[src/hdl/rle_pkg.sv]
package rle_pkg;

//////////////////////////////////////////////////
// widths and depths
//////////////////////////////////////////////////

localparam int unsigned DW         = 8;   // sample width
localparam int unsigned CW         = 8;   // run count width
localparam int unsigned FIFO_DEPTH = 4;   // output buffer, run words
localparam int unsigned FIFO_AW    = $clog2(FIFO_DEPTH);  // buffer pointer width
localparam int unsigned STAT_W     = 16;  // statistics counter width

//////////////////////////////////////////////////
// stream payloads
//////////////////////////////////////////////////

// one input sample
typedef struct packed {
  logic signed [DW-1:0] data;
  logic                 last;  // final sample of packet
} sample_t;

// one output run word
typedef struct packed {
  logic signed [DW-1:0] data;   // repeated value
  logic        [CW-1:0] count;  // run length minus one
  logic                 last;   // word closes the packet
} run_t;

//////////////////////////////////////////////////
// encoder state
//////////////////////////////////////////////////

typedef enum logic {
  EMPTY = 1'b0,  // nothing held
  HOLD  = 1'b1   // run being counted
} enc_state_e;

endpackage: rle_pkg

[src/hdl/rle_encoder.sv]
`timescale 1ns/1ps

module rle_encoder (
  input  logic             sti,
  input  logic             rst_n,
  // configuration
  input  logic             cfg_ena,   // 0 = pass samples through
  input  logic             ctl_rst,   // drop held run
  // sample stream
  input  logic             in_valid,
  output logic             in_ready,
  input  rle_pkg::sample_t in_sample,
  // run word stream
  output logic             enc_valid,
  input  logic             enc_ready,
  output rle_pkg::run_t    enc_run
);

//////////////////////////////////////////////////
// held run
//////////////////////////////////////////////////

rle_pkg::enc_state_e            state, state_nxt;
logic signed [rle_pkg::DW-1:0]  run_data, run_data_nxt;  // value of held run
logic        [rle_pkg::CW-1:0]  run_cnt, run_cnt_nxt;    // length minus one
logic                           run_last, run_last_nxt;  // held run ends packet
logic                           pend, pend_nxt;          // held run must go out next

logic                           out_free;  // output register can take a word
logic                           in_fire;
logic                           held;      // run present and not being dropped
logic                           same;      // sample extends held run
logic        [rle_pkg::CW-1:0]  cnt_inc;
logic                           emit;      // load output register
rle_pkg::run_t                  emit_run;

assign out_free = ~enc_valid | enc_ready;
assign in_ready = out_free & ~pend;  // stall while a pending run drains
assign in_fire  = in_valid & in_ready;

assign held    = (state == rle_pkg::HOLD) & ~ctl_rst;
assign same    = (in_sample.data == run_data);
assign cnt_inc = run_cnt + 1'b1;

//////////////////////////////////////////////////
// run detection
//////////////////////////////////////////////////

always_comb begin
  state_nxt      = state;
  run_data_nxt   = run_data;
  run_cnt_nxt    = run_cnt;
  run_last_nxt   = run_last;
  pend_nxt       = pend;
  emit           = 1'b0;
  emit_run.data  = run_data;
  emit_run.count = run_cnt;
  emit_run.last  = run_last;
  if (ctl_rst) begin
    state_nxt = rle_pkg::EMPTY;  // discard whatever is being built
    pend_nxt  = 1'b0;
  end
  if (pend & ~ctl_rst) begin
    // flush the run opened by a closing sample
    if (out_free) begin
      emit      = 1'b1;
      state_nxt = rle_pkg::EMPTY;
      pend_nxt  = 1'b0;
    end
  end else if (in_fire) begin
    if (held & same) begin
      // grow the run, close on last, saturation or bypass
      emit_run.count = cnt_inc;
      emit_run.last  = in_sample.last;
      if (in_sample.last | (&cnt_inc) | ~cfg_ena) begin
        emit      = 1'b1;
        state_nxt = rle_pkg::EMPTY;
      end else begin
        run_cnt_nxt = cnt_inc;
      end
    end else if (held) begin
      // value changed, old run out, new one opens
      emit          = 1'b1;
      emit_run.last = 1'b0;
      run_data_nxt  = in_sample.data;
      run_cnt_nxt   = '0;
      run_last_nxt  = in_sample.last;
      state_nxt     = rle_pkg::HOLD;
      pend_nxt      = in_sample.last | ~cfg_ena;  // cannot wait for more samples
    end else if (in_sample.last | ~cfg_ena) begin
      // single sample word
      emit           = 1'b1;
      emit_run.data  = in_sample.data;
      emit_run.count = '0;
      emit_run.last  = in_sample.last;
      state_nxt      = rle_pkg::EMPTY;
    end else begin
      run_data_nxt = in_sample.data;  // start counting
      run_cnt_nxt  = '0;
      run_last_nxt = 1'b0;
      state_nxt    = rle_pkg::HOLD;
    end
  end
end

//////////////////////////////////////////////////
// registers
//////////////////////////////////////////////////

always_ff @(posedge sti or negedge rst_n) begin
  if (!rst_n) begin
    state     <= rle_pkg::EMPTY;
    pend      <= 1'b0;
    enc_valid <= 1'b0;
  end else begin
    state <= state_nxt;
    pend  <= pend_nxt;
    if (out_free) enc_valid <= emit;  // ctl_rst leaves this alone
  end
end

always_ff @(posedge sti) begin
  run_data <= run_data_nxt;
  run_cnt  <= run_cnt_nxt;
  run_last <= run_last_nxt;
  if (emit) enc_run <= emit_run;
end

endmodule: rle_encoder

[src/hdl/rle_fifo.sv]
`timescale 1ns/1ps

module rle_fifo (
  input  logic          sti,
  input  logic          rst_n,
  // write side, from encoder
  input  logic          wr_valid,
  output logic          wr_ready,
  input  rle_pkg::run_t wr_run,
  // read side, to sink
  output logic          rd_valid,
  input  logic          rd_ready,
  output rle_pkg::run_t rd_run
);

//////////////////////////////////////////////////
// storage and pointers
//////////////////////////////////////////////////

rle_pkg::run_t                 mem [rle_pkg::FIFO_DEPTH];  // flop array
logic [rle_pkg::FIFO_AW-1:0]   wr_ptr;
logic [rle_pkg::FIFO_AW-1:0]   rd_ptr;
logic [rle_pkg::FIFO_AW:0]     fill;    // words stored, 0..FIFO_DEPTH

logic wr_fire;
logic rd_fire;

assign wr_ready = (fill != rle_pkg::FIFO_DEPTH[rle_pkg::FIFO_AW:0]);  // low only when full
assign rd_valid = (fill != '0);
assign rd_run   = mem[rd_ptr];  // straight from storage flops

assign wr_fire = wr_valid & wr_ready;
assign rd_fire = rd_valid & rd_ready;

//////////////////////////////////////////////////
// control
//////////////////////////////////////////////////

// depth is a power of two so pointers wrap by overflow
always_ff @(posedge sti or negedge rst_n) begin
  if (!rst_n) begin
    wr_ptr <= '0;
    rd_ptr <= '0;
    fill   <= '0;
  end else begin
    if (wr_fire) wr_ptr <= wr_ptr + 1'b1;
    if (rd_fire) rd_ptr <= rd_ptr + 1'b1;
    case ({wr_fire, rd_fire})
      2'b10:   fill <= fill + 1'b1;
      2'b01:   fill <= fill - 1'b1;
      default: fill <= fill;  // both or neither
    endcase
  end
end

// payload write
always_ff @(posedge sti) begin
  if (wr_fire) mem[wr_ptr] <= wr_run;
end

endmodule: rle_fifo

[src/hdl/rle_stats.sv]
`timescale 1ns/1ps

module rle_stats (
  input  logic                       sti,
  input  logic                       rst_n,
  // observed transfers
  input  logic                       in_fire,   // sample accepted
  input  logic                       out_fire,  // run word delivered
  input  logic                       out_last,  // delivered word ends packet
  // per packet totals
  output logic                       stat_valid,
  output logic [rle_pkg::STAT_W-1:0] stat_samples,
  output logic [rle_pkg::STAT_W-1:0] stat_words
);

logic [rle_pkg::STAT_W-1:0] in_cnt;   // running sample count
logic [rle_pkg::STAT_W-1:0] out_cnt;  // running word count
logic                       pkt_end;

assign pkt_end = out_fire & out_last;

//////////////////////////////////////////////////
// counters aligned to output packet ends
//////////////////////////////////////////////////

always_ff @(posedge sti or negedge rst_n) begin
  if (!rst_n) begin
    in_cnt       <= '0;
    out_cnt      <= '0;
    stat_valid   <= 1'b0;
    stat_samples <= '0;
    stat_words   <= '0;
  end else begin
    stat_valid <= pkt_end;  // one cycle pulse
    if (pkt_end) begin
      stat_samples <= in_cnt;
      stat_words   <= out_cnt + 1'b1;  // include this word
      in_cnt       <= {{(rle_pkg::STAT_W-1){1'b0}}, in_fire};  // sample now belongs to next packet
      out_cnt      <= '0;
    end else begin
      if (in_fire)  in_cnt  <= in_cnt + 1'b1;
      if (out_fire) out_cnt <= out_cnt + 1'b1;
    end
  end
end

endmodule: rle_stats

[src/hdl/rle_top.sv]
`timescale 1ns/1ps

module rle_top (
  input  logic                       sti,
  input  logic                       rst_n,
  // configuration
  input  logic                       cfg_ena,
  input  logic                       ctl_rst,
  // sample stream in
  input  logic                       in_valid,
  output logic                       in_ready,
  input  rle_pkg::sample_t           in_sample,
  // run word stream out
  output logic                       out_valid,
  input  logic                       out_ready,
  output rle_pkg::run_t              out_run,
  // statistics
  output logic                       stat_valid,
  output logic [rle_pkg::STAT_W-1:0] stat_samples,
  output logic [rle_pkg::STAT_W-1:0] stat_words
);

//////////////////////////////////////////////////
// encoder to buffer
//////////////////////////////////////////////////

logic          enc_valid;
logic          enc_ready;
rle_pkg::run_t enc_run;

logic in_fire;   // top level sample transfer
logic out_fire;  // top level word transfer

assign in_fire  = in_valid & in_ready;
assign out_fire = out_valid & out_ready;

rle_encoder u_enc (
  .sti       (sti),
  .rst_n     (rst_n),
  .cfg_ena   (cfg_ena),
  .ctl_rst   (ctl_rst),
  .in_valid  (in_valid),
  .in_ready  (in_ready),
  .in_sample (in_sample),
  .enc_valid (enc_valid),
  .enc_ready (enc_ready),
  .enc_run   (enc_run)
);

rle_fifo u_fifo (
  .sti      (sti),
  .rst_n    (rst_n),
  .wr_valid (enc_valid),
  .wr_ready (enc_ready),
  .wr_run   (enc_run),
  .rd_valid (out_valid),
  .rd_ready (out_ready),
  .rd_run   (out_run)
);

//////////////////////////////////////////////////
// packet statistics
//////////////////////////////////////////////////

rle_stats u_stats (
  .sti          (sti),
  .rst_n        (rst_n),
  .in_fire      (in_fire),
  .out_fire     (out_fire),
  .out_last     (out_run.last),  // packet end seen at output
  .stat_valid   (stat_valid),
  .stat_samples (stat_samples),
  .stat_words   (stat_words)
);

endmodule: rle_top

[config.mk]
export PLATFORM = sky130hd
export DESIGN_NAME = rle_top
export DESIGN_NICKNAME = d
export VERILOG_FILES = /design/src/hdl/rle_pkg.sv /design/src/hdl/rle_encoder.sv /design/src/hdl/rle_fifo.sv /design/src/hdl/rle_stats.sv /design/src/hdl/rle_top.sv
export SDC_FILE = /design/constraint.sdc
export NUM_CORES = 1
export LEC_CHECK = 0
export ABC_CLOCK_PERIOD_IN_PS = 3150
export BUFFER_PORTS_ARGS = -buffer_cell sky130_fd_sc_hd__buf_2
export CAP_MARGIN = 15
export CORE_MARGIN = 3
export CORE_UTILIZATION = 60
export CTS_BUF_LIST = sky130_fd_sc_hd__clkbuf_2 sky130_fd_sc_hd__clkbuf_4 sky130_fd_sc_hd__clkbuf_8
export DETAILED_ROUTE_END_ITERATION = 10
export GPL_ROUTABILITY_DRIVEN = 0
export PLACE_DENSITY = 0.8
export SETUP_SLACK_MARGIN = 0.5
export SYNTH_ARGS = -nofsm -noshare
export SYNTH_HDL_FRONTEND = slang
export SYNTH_HIERARCHICAL = 1
export SYNTH_SLANG_ARGS = --single-unit
[constraint.sdc]
create_clock -name sti -period 3.15 [get_ports sti]
set_input_delay 0.1575 -clock sti [delete_from_list [all_inputs] [get_ports sti]]
set_output_delay 0.1575 -clock sti [all_outputs]
set_load 0.1 [all_outputs]
Word level (Yosys, flattened, before mapping)
Memories as Yosys holds them, arrays and structs flattened.
Cells that the tools add are included.
{"block": "word_totals", "ramBits": 68, "inputBits": 15, "mem_count": 1, "ff_bits": 109, "output_inout_bits": 52, "word_cells": 100}
{"name": "u_fifo.mem", "words": 4, "width": 17, "rd": 1, "rd_ports_with_merged_regs": 0, "write_ports": 1, "line": "rle_fifo.sv:20", "text": "rle_pkg::run_t mem [rle_pkg::FIFO_DEPTH];"}
{"block": "classes", "n_eq_ne": 7, "bitwise_logic": 18, "addsub": 7, "reduce_logical": 7, "n_mux": 43}
{"cell": "two-way mux 16 bit", "count": 5}
{"cell": "two-way mux 8 bit", "count": 7}
{"cell": "two-way mux 17 bit", "count": 3}
{"cell": "adder 16 x 1 -> 16 bit (second input constant)", "count": 2}
{"cell": "two-way mux 1 bit", "count": 26}
{"cell": "two-way mux 9 bit", "count": 1}
{"cell": "adder 8 x 1 -> 8 bit (second input constant)", "count": 1}
{"cell": "bitwise AND 1 bit", "count": 8}
{"cell": "equality test 8 bit", "count": 1}
{"cell": "AND reduction 4 bit", "count": 2}
{"cell": "AND reduction 8 bit", "count": 1}
{"cell": "NOT 1 bit", "count": 6}
{"cell": "one-hot mux 3 bit (2 select lines)", "count": 1}
{"cell": "nonzero test 2 bit", "count": 3}
{"cell": "adder 2 x 1 -> 2 bit (second input constant)", "count": 2}
{"cell": "OR 1 bit", "count": 4}
{"cell": "adder 3 x 1 -> 3 bit (second input constant)", "count": 1}
{"cell": "inequality test 3 x 1 -> 1 bit (second input constant)", "count": 1}
{"cell": "inequality test 3 bit (second input constant)", "count": 1}
{"cell": "nonzero test 3 bit", "count": 1}
{"cell": "subtractor 3 x 1 -> 3 bit (second input constant)", "count": 1}
{"cell": "equality test 2 x 1 -> 1 bit (second input constant)", "count": 1}
{"cell": "equality test 2 bit (second input constant)", "count": 1}
{"cell": "inequality test 2 x 1 -> 1 bit (second input constant)", "count": 1}
{"cell": "inequality test 2 bit (second input constant)", "count": 1}

Logic depth before layout (Yosys ltp)
{"block": "depth", "depth_word": 8, "ltp_mapped": 10, "mapped_depth_nobuf": 9}

By module
Netlist, hierarchy kept.
{"mod": "rle_stats", "area_per_inst_um2": 3004.1, "cells_per_inst": 312, "instances": 1, "seq_area_each_um2": 1626.6}
{"mod": "rle_fifo", "area_per_inst_um2": 2882.8, "cells_per_inst": 126, "instances": 1, "seq_area_each_um2": 2217.1}
{"mod": "rle_encoder", "area_per_inst_um2": 1848.0, "cells_per_inst": 152, "instances": 1, "seq_area_each_um2": 1096.1}
{"mod": "rle_top", "area_per_inst_um2": 12.5, "cells_per_inst": 2, "instances": 1, "seq_area_each_um2": 0.0}

Worst setup path after synthesis
No wires, ideal clock.
{"block": "synth_path", "path_kind": "register -> register", "start": "reg u_fifo/fill[2] (netlist bit)", "end": "reg u_stats/in_cnt[15] (netlist bit)", "arrival_ns": 3.522, "stages_incl_launch_ff": 11, "required_time_ns": 3.072, "path_buffers": 2, "setup_time_ns": 0.078, "period_less_slack_ns": 3.600, "path_slack_ns": -0.450, "path_cell_list": "dfrtp_1 -> or3b_4 -> nand2b_1 -> buf_2 -> nor2b_1 -> and2_1 -> and4_1 -> buf_4 -> nand3_2 -> or3_1 -> a21oi_1"}
{"block": "synth_via", "elab_chain_cells": 5, "word_cells_on_any_way": 9, "classes_between": "eq/ne: 1; mux: 1; bitwise: 5; reduce/logical: 2"}
{"item": "start: declaration", "line": "rle_fifo.sv:23", "text": "logic [rle_pkg::FIFO_AW:0] fill;"}
{"item": "start signal: assignment", "line": "rle_fifo.sv:49", "text": "2'b10: fill <= fill + 1'b1;"}
{"item": "start signal: assignment", "line": "rle_fifo.sv:50", "text": "2'b01: fill <= fill - 1'b1;"}
{"item": "start signal: assignment", "line": "rle_fifo.sv:51", "text": "default: fill <= fill;"}
{"item": "inequality test 3 bit", "line": "rle_fifo.sv:28", "text": "assign wr_ready = (fill != rle_pkg::FIFO_DEPTH[rle_pkg::FIFO_AW:0]);"}
{"item": "via enc_ready", "line": "rle_top.sv:28", "text": "logic enc_ready;"}
{"item": "OR 1 bit", "line": "rle_encoder.sv:37", "text": "assign out_free = ~enc_valid | enc_ready;"}
{"item": "bitwise AND 1 bit", "line": "rle_encoder.sv:38", "text": "assign in_ready = out_free & ~pend;"}
{"item": "via in_ready", "line": "rle_top.sv:11", "text": "output logic in_ready,"}
{"item": "bitwise AND 1 bit", "line": "rle_top.sv:34", "text": "assign in_fire = in_valid & in_ready;"}
{"item": "via in_fire", "line": "rle_top.sv:31", "text": "logic in_fire;"}
{"item": "nonzero test 2 bit (no source line)"}
{"item": "end signal: assignment", "line": "rle_stats.sv:38", "text": "in_cnt <= {{(rle_pkg::STAT_W-1){1'b0}}, in_fire};"}
{"item": "end signal: assignment", "line": "rle_stats.sv:41", "text": "if (in_fire) in_cnt <= in_cnt + 1'b1;"}
{"item": "end: declaration", "line": "rle_stats.sv:16", "text": "logic [rle_pkg::STAT_W-1:0] in_cnt;"}
The timed path passes the listed nets, and every way through them passes these cells.
A chain may end at the register's enable or synchronous reset.

==> results.json <==
{
  "outcome": "finished, final reports clean",
  "grt_max_degree": 76,
  "period_share_pct": 77.2,
  "drive_gt1_share_pct": 23.0,
  "synthesis.nets": 617,
  "mostFrequentLayoutCell": "edfxtp_1",
  "syn_area_sq_um": 7750,
  "hold_start": "in_sample[0]",
  "dieArea_sq_um": 14300,
  "endpoint_kind": "flip-flop",
  "wl_mm": 14.4,
  "synth_cell_types": 65,
  "slew_violations": 0,
  "yosys_warnings": 6,
  "maxCapViolations": 0,
  "grt_pass1_wl_mm": 24.1,
  "cp_cell_sequence": "or3b_4, nand2b_1, and3b_1, nand3_1, mux2_2",
  "wire_per_inst_um": 17.0,
  "crit_required_ns": 3.36,
  "critPathMaxFanout": 8,
  "grtUsageTotal_pct": 21.4,
  "multiInputGateArea_sq_um": 2630,
  "path_class": "reg2reg",
  "die_h_um": 120,
  "power_density_nw_per_um2": 891,
  "max_slew_margin_pct": 38.4,
  "r2r_cells": 5,
  "seq_area_sq_um": 4940,
  "worst_slack_ns": 0.718,
  "cts_sinks": 177,
  "start_util_pct": 62.9,
  "tightest_slew_ns": 0.924,
  "tns_ns": 0,
  "syn_avg_cell_area_sq_um": 13.1,
  "io_buffers": 66,
  "drt_iter0_drc": 463,
  "seq_area_frac_synth_pct": 63.8,
  "pin_count": 67,
  "fmax_mhz": 411,
  "htree_num_levels": 4,
  "pre_cts_ws_ns": 0.674,
  "cts_inserted_buffers": 17,
  "grt_remaining_overflow": 0,
  "r2r_slack_ns": 0.72,
  "dr.pass1.iters": 4,
  "fin_crit_ns": 2.43,
  "hold_viol": 0,
  "crit_arrival_ns": 2.64,
  "r2r_end": "u_enc/enc_run[11]$_DFFE_PP_",
  "setup-violations-final": 0,
  "clock_latency_ns": 0.46,
  "die_width_um": 120,
  "ant_nets": 0,
  "nets": 691,
  "cts_tree": "done",
  "cp_top_family": "simple AND/OR/NAND/NOR gates",
  "async_flop_share_pct": 42.4,
  "critPathMaxStageDelay_ns": 0.44,
  "drc": 0,
  "p_leak_nw": 3.52,
  "worst-path-buf-inv": 0,
  "fillCellCount": 868,
  "viasPerCell": 5.79,
  "dp_hpwl_mm": 9.43,
  "synthCells": 592,
  "clock_skew_ns": 0.0119,
  "cpMaxStageDelayCell": "or3b_4",
  "rsz0062_at_grt": "no",
  "layout_common_cells": "edfxtp_1, nand2_1, dfrtp_1, buf_2, o21ai_0",
  "rows": 40,
  "antenna_found_initial": 0,
  "regToRegStartpoint": "u_fifo/fill[0]$_DFFE_PN0P_",
  "path_clk_slew_ns": 0.09,
  "start_kind": "flip-flop",
  "min_to": "u_enc/run_last$_SDFFCE_PN0P_",
  "syn2layout_area_growth_pct": 12.1,
  "ys.flop_type": "edfxtp_1",
  "dr_total_vias": 4907,
  "cts_buffer_depth": 2,
  "irDropWorstVdd_mv": 0.782,
  "grt_pass1_vias": 4784,
  "holdPathStages": 2,
  "synth_edf_count": 102,
  "antennaDiodeCount": 0,
  "core-area_sq_um": 12300,
  "hold_path.class": "in2reg",
  "clock-root-buffer": "clkbuf_8",
  "synth_seq_cells": 177
}
-- timing repair --
item | in CTS | in global routing
hold buffers | 10 | 0
gates resized for setup | 0 | 1
setup endpoints to repair | 0 | 17
endpoints found under the hold margin | 84 | 0
buffers inserted | 0 | 0
-- cells in the mapped netlist (8+ instances only) --
library cell / number / area [sq um]
o21ai_0: 35 / 175
a21oi_1: 8 / 40.0
edfxtp_1: 102 / 3060
nor2_1: 33 / 124
nand2_1: 87 / 327
xnor2_1: 24 / 210
clkbuf_1: 12 / 45.0
buf_2: 9 / 45.0
mux2_2: 9 / 101
xor2_1: 18 / 158
dfrtp_1: 75 / 1880
mux4_2: 17 / 383
ha_1: 9 / 113
nand4_1: 11 / 68.8
nand2b_1: 9 / 56.3
nand3_1: 22 / 110
inv_1: 9 / 33.8
-- routing by layer --
layer / global-route usage [%] / routed length (um) / share of wire (%)
met5: 0 / 0 / 0
met4: 7.44 / 280 / 1.9
met3: 5.04 / 840 / 5.8
met2: 33.4 / 7000 / 49
met1: 30.2 / 6300 / 44
-- layout make-up --
class / count / area share [%]
multi-input cells: 376 / 30.3
flip-flops and latches: 177 / 56.9
clock buffers: 19 / 3.01
inverters: 10 / 0.432
clock inverters: 13 / 1.24
well taps: 168 / 2.42
repair buffers: 84 / 5.68
-- state kept, by name, summed over array words and instances, names as in the netlist --
signal / flops
u_enc/enc_valid: 1
u_fifo/wr_ptr: 2
u_stats/in_cnt: 16
u_stats/out_cnt: 16
u_stats/stat_words: 16
u_enc/state: 1
u_fifo/rd_ptr: 2
u_fifo/fill: 3
u_enc/enc_run: 17
u_enc/run_data: 8
u_enc/run_cnt: 8
u_stats/stat_valid: 1
u_enc/run_last: 1
u_fifo/mem: 68
u_stats/stat_samples: 16
u_enc/pend: 1
-- kinds of logic after synthesis --
| kind of cell | count (synthesis) | synth area share [%] |
|---|---|---|
| flops | 177 | 63.8 |
| xor+xnor | 42 | 4.75 |
| fa+ha+maj | 10 | 1.71 |
| buf+inv | 39 | 2.42 |
| simple gates | 215 | 14.0 |
| mux | 30 | 6.83 |
| compound gates | 79 | 6.57 |
-- worst max path at each step --
stage	start	endpoint	slack (ns)	cells past startpoint
after floorplan	u_fifo/fill[2]$_DFFE_PN0P_	u_stats/in_cnt[15]$_DFFE_PN0P_	0.53	10
after global placement	u_enc/run_cnt[2]$_SDFFCE_PN0P_	u_enc/enc_run[11]$_DFFE_PP_	0.73	5
after detailed placement	u_enc/run_cnt[2]$_SDFFCE_PN0P_	u_enc/enc_run[12]$_DFFE_PP_	0.67	5
after CTS	u_enc/run_cnt[2]$_SDFFCE_PN0P_	u_enc/enc_run[3]$_DFFE_PP_	0.65	5
after global routing	u_fifo/fill[2]$_DFFE_PN0P_	u_stats/in_cnt[15]$_DFFE_PN0P_	0.56	8
final	u_fifo/fill[0]$_DFFE_PN0P_	u_enc/enc_run[11]$_DFFE_PP_	0.72	5
-- power by group --
group / total (W) / internal [W] / switching [W]
logic: 0.00320 / 0.000734 / 0.00247
clock network: 0.00141 / 0.000599 / 0.000812
registers: 0.00312 / 0.00290 / 0.000220
-- worst reg2reg max path, cell delays in order, from the launching register on --
cell and delay, ns:
dfrtp_1 0.43, or3b_4 0.44, nand2b_1 0.27, and3b_1 0.28, nand3_1 0.37, mux2_2 0.40
-- stage by stage --
stage          hold WS [ns]  cells  total power, W  utilization [%]  area, sq um
2_1_floorplan        -0.138    592         0.00584                -         7760
3_3_place_gp          0.350    805         0.00631             66.7         8210
3_5_place_dp          0.353    805         0.00638             66.7         8210
4_1_cts              0.0407    847         0.00778             70.5         8680
5_1_grt              0.0372    847         0.00810             70.5         8680
6_report             0.0630    847         0.00773             70.5         8680
Power figures use the tool's default switching activity.
